$ cat src/rtl/rvc_pkg.sv
// RVC package with opcode and field constants for compressed and expanded encodings
package rvc_pkg;

  ////////////////////////////////////////////////////////////////////////////
  // Expanded 32-bit opcodes
  ////////////////////////////////////////////////////////////////////////////

  localparam logic [6:0] OPC_OP_IMM = 7'b0010011;
  localparam logic [6:0] OPC_OP     = 7'b0110011;
  localparam logic [6:0] OPC_JAL    = 7'b1101111;

  ////////////////////////////////////////////////////////////////////////////
  // Compressed encoding
  ////////////////////////////////////////////////////////////////////////////

  // Low two bits of any 32-bit instruction
  localparam logic [1:0] C_NOT_COMPRESSED = 2'b11;

  // Quadrants
  localparam logic [1:0] C_Q1 = 2'b01;
  localparam logic [1:0] C_Q2 = 2'b10;

  // Quadrant 1 funct3
  localparam logic [2:0] C_F3_ADDI = 3'b000;
  localparam logic [2:0] C_F3_LI   = 3'b010;
  localparam logic [2:0] C_F3_J    = 3'b101;

  // Quadrant 2 funct4 upper bits, bit 12 picks MV (0) or ADD (1)
  localparam logic [2:0] C_F4_MV_ADD = 3'b100;

endpackage

$ cat src/rtl/fetch_pkg.sv
// Fetch stage package with control, bus and pipeline types shared by the fetch units
package fetch_pkg;

  // Data and address width
  localparam int XLEN         = 32;
  // Trap base field and interrupt index widths
  localparam int MTVEC_ADDR_W = 25;
  localparam int IRQ_ID_W     = 5;
  // Prefetch buffer slots, also the credit limit for reads in flight
  localparam int FIFO_DEPTH   = 2;
  // Counter width for values 0..FIFO_DEPTH
  localparam int CNT_W        = $clog2(FIFO_DEPTH + 1);
  // Buffer slot index width
  localparam int BUF_PTR_W    = $clog2(FIFO_DEPTH);

  // Next-PC source
  typedef enum logic [2:0] {
    PC_BOOT,
    PC_JUMP,
    PC_BRANCH,
    PC_MRET,
    PC_TRAP_EXC,
    PC_TRAP_IRQ
  } pc_mux_e;

  // Controller to fetch stage
  typedef struct packed {
    logic                pc_set;
    pc_mux_e             pc_mux;
    logic                kill_if;
    logic                halt_if;
    logic [IRQ_ID_W-1:0] irq_id;
  } ctrl_fetch_t;

  ////////////////////////////////////////////////////////////////////////////
  // Instruction bus
  ////////////////////////////////////////////////////////////////////////////

  typedef struct packed {
    logic            req;
    logic [XLEN-1:0] addr;
  } bus_req_t;

  typedef struct packed {
    logic            gnt;
    logic            rvalid;
    logic [XLEN-1:0] rdata;
  } bus_resp_t;

  ////////////////////////////////////////////////////////////////////////////
  // Internal fetch path
  ////////////////////////////////////////////////////////////////////////////

  // Fetched word with its word address
  typedef struct packed {
    logic [XLEN-1:0] rdata;
    logic [XLEN-1:0] addr;
  } fetch_word_t;

  // Aligned instruction, still in raw form
  typedef struct packed {
    logic [31:0]     instr;
    logic [XLEN-1:0] pc;
    logic            compressed;
  } instr_t;

  // IF/ID pipeline register contents
  typedef struct packed {
    logic            valid;
    logic [31:0]     instr;
    logic [XLEN-1:0] pc;
    logic            compressed;
    logic            illegal;
    logic [15:0]     compressed_instr;
  } if_id_t;

endpackage
$ cat src/rtl/if_stage.sv
// Instruction fetch stage top with next-PC select, prefetch, alignment and IF/ID register
`timescale 1ns/1ps

module if_stage import fetch_pkg::*; (
  input  logic                    clk,
  input  logic                    rst_n,
  // Target addresses
  input  logic [XLEN-1:0]         boot_addr_i,
  input  logic [XLEN-1:0]         jump_target_i,
  input  logic [XLEN-1:0]         branch_target_i,
  input  logic [XLEN-1:0]         mepc_i,
  input  logic [MTVEC_ADDR_W-1:0] mtvec_addr_i,
  input  ctrl_fetch_t             ctrl_i,
  // Instruction bus
  input  bus_resp_t               bus_resp_i,
  output bus_req_t                bus_req_o,
  // ID stage
  input  logic                    id_ready_i,
  output if_id_t                  if_id_o,
  output logic                    if_busy_o,
  output logic                    mtvec_init_o
);

  logic [XLEN-1:0] branch_addr;
  fetch_word_t     fetch_word;
  logic            word_valid;
  logic            word_ready;
  instr_t          aligned;
  logic            instr_valid;
  logic            instr_ready;
  logic [XLEN-1:0] instr_dec;
  logic            illegal_c;
  logic            id_load;

  pc_select pc_select_i (
    .boot_addr_i     (boot_addr_i),
    .jump_target_i   (jump_target_i),
    .branch_target_i (branch_target_i),
    .mepc_i          (mepc_i),
    .mtvec_addr_i    (mtvec_addr_i),
    .ctrl_i          (ctrl_i),
    .branch_addr_o   (branch_addr),
    .mtvec_init_o    (mtvec_init_o)
  );

  prefetch_unit prefetch_unit_i (
    .clk           (clk),
    .rst_n         (rst_n),
    .ctrl_i        (ctrl_i),
    .branch_addr_i (branch_addr),
    .bus_resp_i    (bus_resp_i),
    .bus_req_o     (bus_req_o),
    .word_ready_i  (word_ready),
    .word_o        (fetch_word),
    .word_valid_o  (word_valid),
    .busy_o        (if_busy_o)
  );

  instr_aligner instr_aligner_i (
    .clk           (clk),
    .rst_n         (rst_n),
    .ctrl_i        (ctrl_i),
    .branch_addr_i (branch_addr),
    .word_i        (fetch_word),
    .word_valid_i  (word_valid),
    .word_ready_o  (word_ready),
    .instr_ready_i (instr_ready),
    .instr_o       (aligned),
    .instr_valid_o (instr_valid)
  );

  compressed_decoder compressed_decoder_i (
    .instr_i   (aligned),
    .instr_o   (instr_dec),
    .illegal_o (illegal_c)
  );

  ////////////////////////////////////////////////////////////////////////////
  // Stage handshake and IF/ID register
  ////////////////////////////////////////////////////////////////////////////

  // Kill drains the aligner, halt freezes it
  assign instr_ready = ctrl_i.kill_if || (id_ready_i && !ctrl_i.halt_if);
  assign id_load     = instr_valid && id_ready_i && !ctrl_i.kill_if && !ctrl_i.halt_if;

  always_ff @(posedge clk or negedge rst_n) begin
    if (!rst_n) begin
      if_id_o <= '0;
    end else if (id_load) begin
      if_id_o.valid      <= 1'b1;
      if_id_o.instr      <= instr_dec;
      if_id_o.pc         <= aligned.pc;
      if_id_o.compressed <= aligned.compressed;
      if_id_o.illegal    <= illegal_c;
      // Original halfword kept for compressed instructions only
      if (aligned.compressed) begin
        if_id_o.compressed_instr <= aligned.instr[15:0];
      end
    end else if (id_ready_i) begin
      // ID took the entry and nothing new arrived
      if_id_o.valid <= 1'b0;
    end
  end

  // ID stage sees a held entry while it stalls
  a_if_id_hold: assert property (@(posedge clk) disable iff (!rst_n)
    (if_id_o.valid && !id_ready_i) |=> $stable(if_id_o));

endmodule

$ cat src/rtl/compressed_decoder.sv
// Compressed decoder, expands the supported RVC subset and flags other compressed patterns
`timescale 1ns/1ps

module compressed_decoder
  import fetch_pkg::*;
  import rvc_pkg::*;
(
  input  instr_t          instr_i,
  output logic [XLEN-1:0] instr_o,
  output logic            illegal_o
);

  logic [15:0] c;
  logic [4:0]  rd;
  logic [4:0]  rs2;

  assign c   = instr_i.instr[15:0];
  assign rd  = c[11:7];
  assign rs2 = c[6:2];

  always_comb begin
    // Pass through for 32-bit instructions
    instr_o   = instr_i.instr;
    illegal_o = 1'b0;
    if (instr_i.compressed) begin
      // Unsupported patterns go out as the raw halfword
      instr_o   = {16'h0000, c};
      illegal_o = 1'b1;
      unique case (c[1:0])
        C_Q1: begin
          unique case (c[15:13])
            // c.addi -> addi rd, rd, imm
            C_F3_ADDI: begin
              instr_o   = {{6{c[12]}}, c[12], c[6:2], rd, 3'b000, rd, OPC_OP_IMM};
              illegal_o = 1'b0;
            end
            // c.li -> addi rd, x0, imm
            C_F3_LI: begin
              instr_o   = {{6{c[12]}}, c[12], c[6:2], 5'd0, 3'b000, rd, OPC_OP_IMM};
              illegal_o = 1'b0;
            end
            // c.j -> jal x0, offset
            C_F3_J: begin
              instr_o   = {c[12], c[8], c[10:9], c[6], c[7], c[2], c[11], c[5:3],
                           c[12], {8{c[12]}}, 5'd0, OPC_JAL};
              illegal_o = 1'b0;
            end
            default: ;
          endcase
        end
        C_Q2: begin
          // rs2 of zero encodes jr, jalr and ebreak
          if (c[15:13] == C_F4_MV_ADD && rs2 != 5'd0) begin
            illegal_o = 1'b0;
            if (c[12]) begin
              // c.add -> add rd, rd, rs2
              instr_o = {7'b0000000, rs2, rd, 3'b000, rd, OPC_OP};
            end else begin
              // c.mv -> add rd, x0, rs2
              instr_o = {7'b0000000, rs2, 5'd0, 3'b000, rd, OPC_OP};
            end
          end
        end
        default: ;
      endcase
    end
  end

endmodule

$ cat src/rtl/instr_aligner.sv
// Instruction aligner that assembles 16 and 32-bit instructions from fetched words with their PCs
`timescale 1ns/1ps

module instr_aligner
  import fetch_pkg::*;
  import rvc_pkg::*;
(
  input  logic            clk,
  input  logic            rst_n,
  input  ctrl_fetch_t     ctrl_i,
  input  logic [XLEN-1:0] branch_addr_i,
  // Words from the prefetch unit
  input  fetch_word_t     word_i,
  input  logic            word_valid_i,
  output logic            word_ready_o,
  // Instructions to decode
  input  logic            instr_ready_i,
  output instr_t          instr_o,
  output logic            instr_valid_o
);

  // PC of the next instruction out
  logic [XLEN-1:0] pc_q;
  // Start halfword in the head word
  logic            off_q;
  // Low half of a 32-bit instruction taken from the previous word
  logic            resid_valid_q;
  logic [15:0]     resid_q;

  logic [15:0]     hw;
  logic            hw_is_c;
  logic            stash;
  logic            accept;
  // Address that the head word should carry
  logic [XLEN-1:0] head_addr;

  assign hw      = off_q ? word_i.rdata[31:16] : word_i.rdata[15:0];
  assign hw_is_c = hw[1:0] != C_NOT_COMPRESSED;

  // Upper half that starts a 32-bit instruction moves to the residue
  assign stash = word_valid_i && !resid_valid_q && off_q && !hw_is_c;

  always_comb begin
    instr_o.pc = pc_q;
    if (resid_valid_q) begin
      // Straddling instruction completes with the low half
      instr_o.instr      = {word_i.rdata[15:0], resid_q};
      instr_o.compressed = 1'b0;
    end else if (hw_is_c) begin
      instr_o.instr      = {16'h0000, hw};
      instr_o.compressed = 1'b1;
    end else begin
      instr_o.instr      = word_i.rdata;
      instr_o.compressed = 1'b0;
    end
  end

  assign instr_valid_o = word_valid_i && !stash && !ctrl_i.pc_set;
  assign accept        = instr_valid_o && instr_ready_i;

  // Word is released once its upper half has been used
  assign word_ready_o = stash || (accept && !resid_valid_q && (off_q || !hw_is_c));

  always_ff @(posedge clk or negedge rst_n) begin
    if (!rst_n) begin
      pc_q          <= '0;
      off_q         <= 1'b0;
      resid_valid_q <= 1'b0;
    end else if (ctrl_i.pc_set) begin
      // Odd halfword target skips the low half of the first word
      pc_q          <= branch_addr_i;
      off_q         <= branch_addr_i[1];
      resid_valid_q <= 1'b0;
    end else if (stash) begin
      resid_valid_q <= 1'b1;
      off_q         <= 1'b0;
    end else if (accept) begin
      pc_q          <= pc_q + (instr_o.compressed ? XLEN'(2) : XLEN'(4));
      resid_valid_q <= 1'b0;
      // Upper half is next after a straddle or a low compressed half
      off_q         <= resid_valid_q || (!off_q && hw_is_c);
    end
  end

  always_ff @(posedge clk) begin
    if (stash) begin
      resid_q <= hw;
    end
  end

  // Straddle keeps the PC in the previous word
  assign head_addr = resid_valid_q ? pc_q + XLEN'(2) : pc_q;

  // Redirect targets from PC select keep every PC halfword aligned
  a_pc_aligned: assert property (@(posedge clk) disable iff (!rst_n)
    instr_valid_o |-> !instr_o.pc[0]);

  // Prefetch order matches the instruction stream
  a_word_addr: assert property (@(posedge clk) disable iff (!rst_n)
    (word_valid_i && !ctrl_i.pc_set) |-> (word_i.addr[XLEN-1:2] == head_addr[XLEN-1:2]));

endmodule

$ cat src/rtl/prefetch_unit.sv
// Prefetch unit, issues word reads on the instruction bus and buffers the returned words
`timescale 1ns/1ps

module prefetch_unit import fetch_pkg::*; (
  input  logic            clk,
  input  logic            rst_n,
  input  ctrl_fetch_t     ctrl_i,
  input  logic [XLEN-1:0] branch_addr_i,
  // Instruction bus
  input  bus_resp_t       bus_resp_i,
  output bus_req_t        bus_req_o,
  // Words to the aligner
  input  logic            word_ready_i,
  output fetch_word_t     word_o,
  output logic            word_valid_o,
  output logic            busy_o
);

  // Fetching enabled after the first redirect
  logic                 active_q;
  // Address of the next request
  logic [XLEN-1:0]      fetch_addr_q;
  // Address of the next response that is kept
  logic [XLEN-1:0]      resp_addr_q;
  // Reads in flight, stale ones included
  logic [CNT_W-1:0]     out_cnt_q;
  // Stale reads still to be dropped
  logic [CNT_W-1:0]     drop_cnt_q;
  // Buffered words
  logic [CNT_W-1:0]     fill_q;
  logic [BUF_PTR_W-1:0] wr_ptr_q;
  logic [BUF_PTR_W-1:0] rd_ptr_q;
  fetch_word_t          buf_q [FIFO_DEPTH];

  logic credit_ok;
  logic grant;
  logic resp_drop;
  logic push;
  logic pop;

  ////////////////////////////////////////////////////////////////////////////
  // Request side
  ////////////////////////////////////////////////////////////////////////////

  // Buffered plus outstanding must stay below the depth
  assign credit_ok = ({1'b0, fill_q} + {1'b0, out_cnt_q}) < (CNT_W + 1)'(FIFO_DEPTH);

  // No request in the redirect cycle, the address is about to change
  assign bus_req_o.req  = active_q && credit_ok && !ctrl_i.pc_set;
  assign bus_req_o.addr = fetch_addr_q;
  assign grant          = bus_req_o.req && bus_resp_i.gnt;

  ////////////////////////////////////////////////////////////////////////////
  // Response side and buffer
  ////////////////////////////////////////////////////////////////////////////

  assign resp_drop    = bus_resp_i.rvalid && (drop_cnt_q != '0);
  assign push         = bus_resp_i.rvalid && !resp_drop && !ctrl_i.pc_set;
  assign word_valid_o = fill_q != '0;
  assign word_o       = buf_q[rd_ptr_q];
  assign pop          = word_valid_o && word_ready_i && !ctrl_i.pc_set;
  assign busy_o       = out_cnt_q != '0;

  always_ff @(posedge clk or negedge rst_n) begin
    if (!rst_n) begin
      active_q     <= 1'b0;
      fetch_addr_q <= '0;
      resp_addr_q  <= '0;
      out_cnt_q    <= '0;
      drop_cnt_q   <= '0;
      fill_q       <= '0;
      wr_ptr_q     <= '0;
      rd_ptr_q     <= '0;
    end else begin
      // Grant and response are independent
      out_cnt_q <= out_cnt_q + CNT_W'(grant) - CNT_W'(bus_resp_i.rvalid);
      if (ctrl_i.pc_set) begin
        active_q     <= 1'b1;
        fetch_addr_q <= {branch_addr_i[XLEN-1:2], 2'b00};
        resp_addr_q  <= {branch_addr_i[XLEN-1:2], 2'b00};
        // Every read still in flight now belongs to the old path
        drop_cnt_q   <= out_cnt_q - CNT_W'(bus_resp_i.rvalid);
        fill_q       <= '0;
        wr_ptr_q     <= '0;
        rd_ptr_q     <= '0;
      end else begin
        if (grant) begin
          fetch_addr_q <= fetch_addr_q + XLEN'(4);
        end
        if (resp_drop) begin
          drop_cnt_q <= drop_cnt_q - CNT_W'(1);
        end
        if (push) begin
          resp_addr_q <= resp_addr_q + XLEN'(4);
          wr_ptr_q    <= wr_ptr_q + 1'b1;
        end
        if (pop) begin
          rd_ptr_q <= rd_ptr_q + 1'b1;
        end
        fill_q <= fill_q + CNT_W'(push) - CNT_W'(pop);
      end
    end
  end

  // Word storage
  always_ff @(posedge clk) begin
    if (push) begin
      buf_q[wr_ptr_q] <= '{rdata: bus_resp_i.rdata, addr: resp_addr_q};
    end
  end

  ////////////////////////////////////////////////////////////////////////////
  // Checks
  ////////////////////////////////////////////////////////////////////////////

  // Credit accounting holds reads in flight to the depth
  a_out_cnt_bound: assert property (@(posedge clk) disable iff (!rst_n)
    out_cnt_q <= CNT_W'(FIFO_DEPTH));

  // Bus only answers reads it granted
  a_rvalid_expected: assert property (@(posedge clk) disable iff (!rst_n)
    bus_resp_i.rvalid |-> (out_cnt_q != '0));

endmodule

$ cat src/rtl/pc_select.sv
// PC select, picks the fetch redirect target and flags mtvec initialization on boot
`timescale 1ns/1ps

module pc_select import fetch_pkg::*; (
  // Candidate targets
  input  logic [XLEN-1:0]         boot_addr_i,
  input  logic [XLEN-1:0]         jump_target_i,
  input  logic [XLEN-1:0]         branch_target_i,
  input  logic [XLEN-1:0]         mepc_i,
  input  logic [MTVEC_ADDR_W-1:0] mtvec_addr_i,
  // Controller request
  input  ctrl_fetch_t             ctrl_i,
  // Selected target, halfword aligned
  output logic [XLEN-1:0]         branch_addr_o,
  output logic                    mtvec_init_o
);

  logic [XLEN-1:0] target;

  always_comb begin
    unique case (ctrl_i.pc_mux)
      PC_BOOT:     target = {boot_addr_i[XLEN-1:2], 2'b00};
      PC_JUMP:     target = jump_target_i;
      PC_BRANCH:   target = branch_target_i;
      // Return from trap
      PC_MRET:     target = mepc_i;
      // Exceptions share the trap base
      PC_TRAP_EXC: target = {mtvec_addr_i, 7'h00};
      // Interrupts are vectored by index
      PC_TRAP_IRQ: target = {mtvec_addr_i, ctrl_i.irq_id, 2'b00};
      // Unused encodings fall back to boot
      default:     target = {boot_addr_i[XLEN-1:2], 2'b00};
    endcase
  end

  // Fetch never starts on an odd byte
  assign branch_addr_o = {target[XLEN-1:1], 1'b0};

  // CSR file loads mtvec on the boot redirect
  assign mtvec_init_o = ctrl_i.pc_set && (ctrl_i.pc_mux == PC_BOOT);

endmodule

$ cat config.mk
export PLATFORM = sky130hd
export DESIGN_NAME = if_stage
export DESIGN_NICKNAME = d
export VERILOG_FILES = /design/src/rtl/rvc_pkg.sv /design/src/rtl/fetch_pkg.sv /design/src/rtl/if_stage.sv /design/src/rtl/compressed_decoder.sv /design/src/rtl/instr_aligner.sv /design/src/rtl/prefetch_unit.sv /design/src/rtl/pc_select.sv
export SDC_FILE = /design/constraint.sdc
export NUM_CORES = 1
export LEC_CHECK = 0
export BUFFER_PORTS_ARGS = -buffer_cell sky130_fd_sc_hd__buf_2
export CORE_MARGIN = 10
export CORE_UTILIZATION = 52
export DETAILED_ROUTE_END_ITERATION = 7
export PLACE_DENSITY = 0.78
export SKIP_CTS_REPAIR_TIMING = 1
export SYNTH_ARGS = -nofsm -noshare
export SYNTH_HDL_FRONTEND = slang
export SYNTH_HIERARCHICAL = 1
export SYNTH_SLANG_ARGS = --single-unit
$ cat constraint.sdc
create_clock -name clk -period 4.15 [get_ports clk]
set_clock_uncertainty 0.2 [all_clocks]
set_input_delay 1.0375 -clock clk [delete_from_list [all_inputs] [get_ports clk]]
set_output_delay 1.0375 -clock clk [all_outputs]
set_load 0.05 [all_outputs]
==> qor.csv <==
stage,metric,value,unit
route,Residual DRC,0,
grt,GR met3 Demand/Resource,0.06899,
clocking,CTS Buf Count,25,
power_and_ir_drop,total power,8.174,mW
placed_design,DP Cell Count,1781,
worst_setup_path,R2R depth,14,
clocking,root buffer cell,clkbuf_16,
grt,vias in the first global route,11230,
clocking,CTS tree,built,
hold_path,Hold WC Path Type,reg2reg,
worst_setup_path,CP dominant cell by count,inv_1,
worst_setup_path,critical path startpoint category,register,
route,detailed-router iteration count before antenna repair,6,
outcome,status,"finished, final reports clean",
clocking,CTS Buffer Depth,3,
power_and_ir_drop,pwr/cell area,502.8,nW/um^2
grt,grt met1 use,0.2847,
timing,Rel. slew slack,0.2890,
timing,f_max,252.8,MHz
worst_setup_path,slowest CP cell,dfrtp_1,
power_and_ir_drop,leak pwr,7.326,nW
worst_setup_path,"Data required, critical path",4.32,ns
floorplan,Die Area,33110,um^2
worst_setup_path,CP top delay family,simple AND/OR/NAND/NOR gates,
clocking,clk sink count,236,
timing,fin. max-slew vios,0,
power_and_ir_drop,register share of total power,0.381,
hold_path,worst hold stages,1,
worst_setup_path,R2R setup slack,0.19,ns
placed_design,Placed Area,15460,um^2
timing,worst setup margin,0.1940,ns
placed_design,RePlAce Congestion,0.9780,
worst_setup_path,worst-path fanout max,6,
worst_setup_path,CP Cell Sequence,mux2_2 > mux2i_1 > nor2_2 > or2_2 > inv_1 > ha_1 > inv_1 > fa_1 > nand3b_1 > nor4_4 > buf_4 > nand3_1 > xor2_1 > o21ai_0,
finish,Final Util,0.6274,
finish,design area,16260,um^2
timing,WHS,0.2871,ns
route,DR WL/cell,23.66,um
route,"wirelength, routed",43440,um
logic_synthesis,Mapped Area,13640,um^2
power_and_ir_drop,Power Internal,4.990,mW
power_and_ir_drop,switching pwr,3.183,mW
floorplan,die width,182.0,um
timing,Final setup viols,0,
worst_setup_path,crit path DAT,4.13,ns
grt,first-pass GRT wire length,64960,um
finish,share of post-route cells with drive strength above 1,0.4142,
run,max-cap check violation count,0,
floorplan,DIE HEIGHT,182.0,um
power_and_ir_drop,Clk pwr share,0.259,
placed_design,hpwl dp,33550,um
grt,initial antenna violation count,10,
clocking,worst skew pair latency,0.53,ns
grt,GRT overflow,0,
grt,largest net degree at the start of global routing,73,
grt,global-route usage over all layers,0.2482,
finish,Layout Area Growth over Synthesis,19.17,%
route,Iter 0 DRT Violations,973,
floorplan,Top-Level Pins,319,
logic_synthesis,cell count after synthesis,1176,
floorplan,std cell rows,59,
worst_setup_path,"Worst Path Class, Setup",reg2reg,
route,vias per std cell,5.917,
timing,Final min period,3.956,ns
grt,met2 Usage GRT,0.4227,
power_and_ir_drop,sw frac,0.3895,
worst_setup_path,"slowest stage delay, CP",0.48,ns
power_and_ir_drop,VDD IR max,0.5635,mV
route,total number of vias,10860,
timing,Hold Fails Final Rpt,0,
clocking,clock-pin slew on the worst setup and hold paths,0.06,ns
timing,Tightest Pin Transition,1.055,ns
clocking,htree depth,1,
worst_setup_path,CP endpoint kind,register,
worst_setup_path,WP depth,14,
floorplan,Initial Util,0.5264,
logic_synthesis,yosys warns,6,
grt,gr busiest metal,met2,
timing,Final Cycle Share,0.9533,
placed_design,PortBufs,311,
worst_setup_path,CP Buf/Inv Count,3,
finish,nets,1687,
route,Antenna Nets Post-Route,0,
timing,RSZ-0062 raised after global routing,false,
finish,post-route insts no fill,1836,
logic_synthesis,Mean Syn Cell Area,11.60,um^2
floorplan,area of the core,25910,um^2
placed_design,Place WS,0.2619,ns
timing,Setup TNS Final,0,ns
power_and_ir_drop,combinational fraction of design power,0.360,
[power groups by stage]
stage / sequential, mW / clock [mW] / combinational [mW]
after floorplan: 3.94 / 0 / 1.23
after global placement: 3.12 / 0 / 2.88
after detailed placement: 3.14 / 0 / 2.94
after CTS: 3.10 / 2.15 / 2.95
after global routing: 3.16 / 2.24 / 3.12
final: 3.11 / 2.12 / 2.94
[cells in the final DEF (no fill, tap or decap), drive strengths merged, types with 9 or more instances in the layout]
cell	n
a21oi	34
and2	10
and3	16
buf	346
clkbuf	41
dfrtp	156
diode	9
edfxtp	80
ha	11
inv	28
mux2	183
mux2i	21
mux4	25
nand2	150
nand3	39
nand4	27
nor2	51
nor3	10
o211ai	10
o21ai	84
xnor2	17
xor2	22
[sequential cells by signal (all words and copies together), names as in the netlist, 2 cells and up]
| register | cells |
|---|---|
| prefetch_unit_i/fetch_addr_q | 30 |
| instr_aligner_i/resid_q | 16 |
| prefetch_unit_i/fill_q | 2 |
| instr_aligner_i/pc_q | 32 |
| prefetch_unit_i/buf_q | 64 |
| prefetch_unit_i/drop_cnt_q | 2 |
| if_id_o | 83 |
| prefetch_unit_i/out_cnt_q | 2 |
[path summary, 6_finish.rpt]
kind / startpoint / endpoint
hold / removal: prefetch_unit_i/active_q / prefetch_unit_i/active_q
hold reg to reg: prefetch_unit_i/active_q / prefetch_unit_i/active_q
min in group asynchronous: rst_n / if_id_o[12]
setup reg to reg: prefetch_unit_i/rd_ptr_q / instr_aligner_i/pc_q[19]
setup / recovery: prefetch_unit_i/rd_ptr_q / instr_aligner_i/pc_q[19]
max in group asynchronous: rst_n / prefetch_unit_i/drop_cnt_q[0]
[worst reg2reg max path, delay by kind of cell (launching register included)]
kind	cells	cell delay, ns
AOI/OAI and AO/OA	1	0.09
xor gates and xnor gates	1	0.19
adders and majority gates	2	0.53
buffers and inverters	3	0.35
DFF	1	0.48
muxes	2	0.73
and+or+nand+nor	5	1.23
[cell type report]
cell class / count / area [um^2]
tap: 335 / 419.2
fill: 2043 / 9656
timing repair buffer: 346 / 1866
antenna: 9 / 22.52
inverter: 28 / 105.1
clock buffer: 41 / 705.7
sequential: 236 / 6306
multi-input combinational: 836 / 6768
clock inverter: 5 / 63.81
[layer usage]
metal	wire length [um]	part of all wire
met2	21430	0.49
met1	15960	0.37
met4	1964	0.045
met5	7	0.00016
met3	4072	0.094
Note: power is estimated with default switching activity, not from simulation.
